`config.mk`:
```
export PLATFORM = sky130hd
export DESIGN_NAME = fir_coef_regs
export DESIGN_NICKNAME = d
export VERILOG_FILES = /design/src/common/fir_pkg.sv /design/src/hw/fir_coef_regs.sv
export SDC_FILE = /design/constraint.sdc
export NUM_CORES = 1
export LEC_CHECK = 0
export BUFFER_PORTS_ARGS = -buffer_cell sky130_fd_sc_hd__clkbuf_2
export CORE_UTILIZATION = 40
export CTS_BUF_LIST = sky130_fd_sc_hd__clkbuf_8
export CTS_CLUSTER_SIZE = 40
export DETAILED_ROUTE_END_ITERATION = 10
export PLACE_DENSITY_LB_ADDON = 0.25
export RECOVER_POWER = 25
export SLEW_MARGIN = 20
export SYNTH_ARGS = -nofsm -noshare
export SYNTH_HDL_FRONTEND = slang
export SYNTH_SLANG_ARGS = --single-unit
```
`constraint.sdc`:
```
create_clock -name clk -period 4.3 [get_ports clk]
set_input_delay 0.215 -clock clk [delete_from_list [all_inputs] [get_ports clk]]
set_output_delay 0.215 -clock clk [all_outputs]
set_load 0.05 [all_outputs]
```
`src/common/fir_pkg.sv`:
```
// Shared constants for the symmetric FIR filter.
// Widths, the Wishbone register map and the control bit position.
// Modules refer to these by scoped name.

package fir_pkg;

	// **************************************************
	// data path widths
	// **************************************************

	// input, output and coefficient samples, signed
	localparam int SAMPLE_W = 18;

	// full product of two SAMPLE_W operands
	localparam int PROD_W = 36;

	// **************************************************
	// wishbone bus
	// **************************************************

	localparam int WB_DAT_W = 32;

	// word address, not byte address
	localparam int WB_ADR_W = 5;

	// **************************************************
	// register map
	// **************************************************

	// coefficient k lives at ADR_COEF_BASE + k
	// and applies to taps k and NUM_TAPS-1-k
	localparam int ADR_COEF_BASE = 0;

	// control register
	localparam int ADR_CTRL = 16;

	// filter advances only while this bit is set
	localparam int CTRL_RUN_BIT = 0;

endpackage

```
`src/hw/fir_coef_regs.sv`:
```
// Wishbone classic slave for the FIR coefficient bank and control register.
// Ack comes one clock after the request, writes land on that same edge.
// Coefficients and the run bit feed the filter core directly.
`timescale 1ns/1ps

module fir_coef_regs #(
	parameter int NUM_TAPS = 17,
	localparam int NUM_UNIQ = (NUM_TAPS + 1) / 2
) (
	input  logic                                        clk,
	input  logic                                        reset,
	input  logic                                        i_wb_cyc,
	input  logic                                        i_wb_stb,
	input  logic                                        i_wb_we,
	input  logic [fir_pkg::WB_ADR_W-1:0]                i_wb_adr,
	input  logic [fir_pkg::WB_DAT_W-1:0]                i_wb_dat,
	output logic [fir_pkg::WB_DAT_W-1:0]                o_wb_dat,
	output logic                                        o_wb_ack,
	output logic [NUM_UNIQ*fir_pkg::SAMPLE_W-1:0]       o_coefs,
	output logic                                        o_run
);

	localparam int AW = fir_pkg::WB_ADR_W;
	localparam int DW = fir_pkg::WB_DAT_W;
	localparam int SW = fir_pkg::SAMPLE_W;

	logic signed [SW-1:0] coef_q [NUM_UNIQ];
	logic                 run_q;
	logic                 req;
	logic                 take;
	logic [DW-1:0]        rd_data;

	assign req = i_wb_cyc & i_wb_stb;

	// first cycle of a request, ack drops right after
	assign take = req & ~o_wb_ack;

	// **************************************************
	// ack and register writes
	// **************************************************

	always_ff @(posedge clk or posedge reset) begin
		if (reset) begin
			o_wb_ack <= 1'b0;
			run_q <= 1'b0;
			for (int k = 0; k < NUM_UNIQ; k++) begin
				coef_q[k] <= '0;
			end
		end else begin
			o_wb_ack <= take;
			if (take && i_wb_we) begin
				for (int k = 0; k < NUM_UNIQ; k++) begin
					if (i_wb_adr == AW'(fir_pkg::ADR_COEF_BASE + k)) begin
						coef_q[k] <= i_wb_dat[SW-1:0];
					end
				end
				if (i_wb_adr == AW'(fir_pkg::ADR_CTRL)) begin
					run_q <= i_wb_dat[fir_pkg::CTRL_RUN_BIT];
				end
			end
		end
	end

	// **************************************************
	// read mux
	// **************************************************

	// unmapped addresses fall through as zero
	always_comb begin
		rd_data = '0;
		for (int k = 0; k < NUM_UNIQ; k++) begin
			if (i_wb_adr == AW'(fir_pkg::ADR_COEF_BASE + k)) begin
				rd_data = {{(DW - SW){coef_q[k][SW-1]}}, coef_q[k]};
			end
		end
		if (i_wb_adr == AW'(fir_pkg::ADR_CTRL)) begin
			rd_data[fir_pkg::CTRL_RUN_BIT] = run_q;
		end
	end

	// captured with the ack so data is valid while ack is high
	always_ff @(posedge clk) begin
		if (take) begin
			o_wb_dat <= rd_data;
		end
	end

	for (genvar k = 0; k < NUM_UNIQ; k++) begin : g_coef_out
		assign o_coefs[k*SW +: SW] = coef_q[k];
	end

	assign o_run = run_q;

endmodule

```
==> metrics.txt <==
status=finished, violations left; failing checks=negative hold slack; async set-or-reset flop fraction in the synthesized netlist=90.11%; RSZ-0062 raised after global routing=false; Hold/Removal Path Class=input port to async pin; DRC Markers=0; total congestion overflow=0; Crit Path Max Fanout=10; HPWL after detailed placement=16.89 mm; die footprint=21470 sq um; Mapped Nets=683; Yosys cell types=48; register bit total from synthesis=182; Slew @ Worst Pin=1.000 ns; start point of the critical path=o_wb_ack; Reg2Reg Setup Slack=1.76 ns; Tmin final=2.540 ns; Yosys warning count=0; Reg power frac=48.8%; Worst setup endpoint=o_coefs[16]; H-tree Lvls=4; Crit path buffers/inverters=1; fin area=10070 sq um; switching share of power=35.69%; Synth top area share=49.12%; CTS buffer count=17; Nets=884; Final Skew=0.01398 ns; DR vias=6395; number of synthesized flops with an enable pin=18; Avg Vias per Cell=5.684; GPL Wtd Cong=0.7807; Critical Path AT=2.90 ns; leakage=0.005091 uW; DRT antenna net count=0; DR WL/cell=23.28 um; Port-buffer cells=223; CTS Buffer Depth=2; clock sink count=182; diode count=0; top_reg_cell synth=dfrtp_1; PwrDens=397.0 nW/um^2; share of layout cells above drive strength 1=53.10%; Syn Inst Count=641; clock transition at the registers of the reported paths=0.11 ns; RR Startpoint=o_wb_ack; largest net degree at the start of global routing=165; number of cells on the critical path=5; VDD IR max=0.0001916 V; CP startpoint kind=register; family with the most delay on the worst path=simple AND/OR/NAND/NOR gates; slowest stage cell on the critical path=nor3_4; fillers=1841; Die Wd=146.5 um; initial antenna violation count=0; Layout area overhead=20.49%; Final Max Tran Viols=0; Crit path largest cell delay=0.68 ns; initial core utilization=41.02%; post-synthesis sequential area ratio=55.59%; Row Count=52; Reg2Reg Depth=5; Final Hold Vio Count=1; DR pass1 iterations=7; DRT iter0 DRCs=514; Critical Path RT=4.67 ns; Core Footprint=20360 sq um; WHS=-0.001089 ns; CTS tree=done; Switch Pwr=1426 uW; max_slew headroom=32.38%; # setup viols final=0; crit-path cells=nor2_2 -> nand2_1 -> nor3_4 -> buf_4 -> mux2_2; synthesized area=8354 sq um; Post-DP Area=9666 sq um; total wire length=26.19 mm; leading area contributor after synthesis=dfrtp_1; synthesized area per cell=13.03 sq um; cell chosen for the clock root=clkbuf_8; Post-CTS Repair Setup Buffers=0; CTS Hold Bufs=0; Die Ht=146.5 um; total of max-cap violations=0; setup TNS=0 ns; Crit. End Element=register; vias in the first global route=5958; Final period util=59.06%; Area contributors post-synth=dfrtp_1 (49%), mux2_2 (21%), edfxtp_1 (6.5%); FMAX=0.3938 GHz; Pint=2570 uW; Overall Global Routing Usage=24.63%; # IOs=238; Tot Pwr=3996 uW; CTS resizes=0; RR Endpoint=o_coefs[16]; Comb power frac=21.5%; Final Util=49.43%; crit path kind=register to register; Clock Latency Late Sink=0.48 ns; clock share of power=29.7%; first-pass GRT wire length=38.50 mm
==> worst min-delay path, cell delays in order <==
cell and delay [ns]:
clkbuf_2 0.08, clkinvlp_2 0.09, buf_12 0.62
==> routing by layer <==
metal | wire, um | share of wire, % | track usage (%) | vias to the layer above
met5 | 0 | 0 | 0 | -
met4 | 690 | 2.6 | 9.323 | 0
met3 | 1884 | 7.2 | 5.656 | 46
met2 | 12130 | 46 | 37.64 | 301
met1 | 11480 | 44 | 34.05 | 3261
li1 | - | - | - | 2787
==> placed cells by master, fill, tap and decap left out, types with 11 or more instances in the layout <==
cell type / instances
a222oi_1: 11
nand2_1: 26
nand3_1: 19
o21ai_0: 35
clkbuf_2: 222
a21oi_1: 23
edfxtp_1: 18
buf_4: 13
dfrtp_1: 164
o221ai_1: 14
mux2_2: 156
clkbuf_8: 20
nor2_1: 17
==> cell usage after synthesis, types with 7 or more instances <==
cell	instances
a22oi_1	10
edfxtp_1	18
a21oi_1	23
nand2_1	26
nor2_1	19
mux2i_1	8
buf_4	15
o21ai_0	35
o221ai_1	14
nand3_1	19
nand2b_1	8
clkbuf_1	17
dfrtp_1	164
nor3_1	10
mux2_4	10
buf_2	17
nor2b_1	7
a222oi_1	11
mux2_2	156
==> cell type report <==
| class | count | area, sq um | area share [%] |
|---|---|---|---|
| Sequential cell | 182 | 4644 | 46.14 |
| Multi-Input combinational cell | 401 | 3443 | 34.21 |
| Timing Repair Buffer | 237 | 1234 | 12.26 |
| Tap cell | 270 | 337.8 | 3.356 |
| Clock buffer | 20 | 275.3 | 2.735 |
| Clock inverter | 12 | 118.9 | 1.181 |
| Inverter | 3 | 12.51 | 0.1243 |
==> worst min path at each step <==
stage / start / to / slack [ns] / cells after the start
final: reset / o_coefs[61] / -0.001 / 3
after global placement: o_coefs[35] / o_coefs[35] / 0.51 / 1
after detailed placement: o_coefs[19] / o_coefs[19] / 0.52 / 1
after global routing: reset / o_coefs[157] / 0.07 / 3
after floorplan: i_wb_dat[17] / o_coefs[17] / 0.36 / 1
after CTS: reset / o_coefs[49] / 0.04 / 3
==> flip-flops by register name, indices dropped and copies added (netlist names) <==
signal    flops
o_coefs     162
o_wb_dat     18
o_run         1
o_wb_ack      1
==> through the flow <==
step	instances	setup slack, ns
global route	1125	1.655
detailed placement	1093	1.449
finish	1125	1.760
global placement	1093	1.460
CTS	1125	1.713
floorplan	641	1.201
==> power by group through the flow <==
stage	Combinational, uW	Clock, uW	Sequential (uW)
after CTS	865	1200	1950
after global placement	857	0	1980
final	860	1190	1950
after detailed placement	864	0	1980
after floorplan	227	0	2370
after global routing	898	1270	1970
==> cell families after synthesis <==
logic type | synth area share (%)
buf+inv | 3.774
mux | 23.78
compound gates | 8.881
simple gates | 7.968
flops | 55.59
Power figures use the tool's default switching activity.
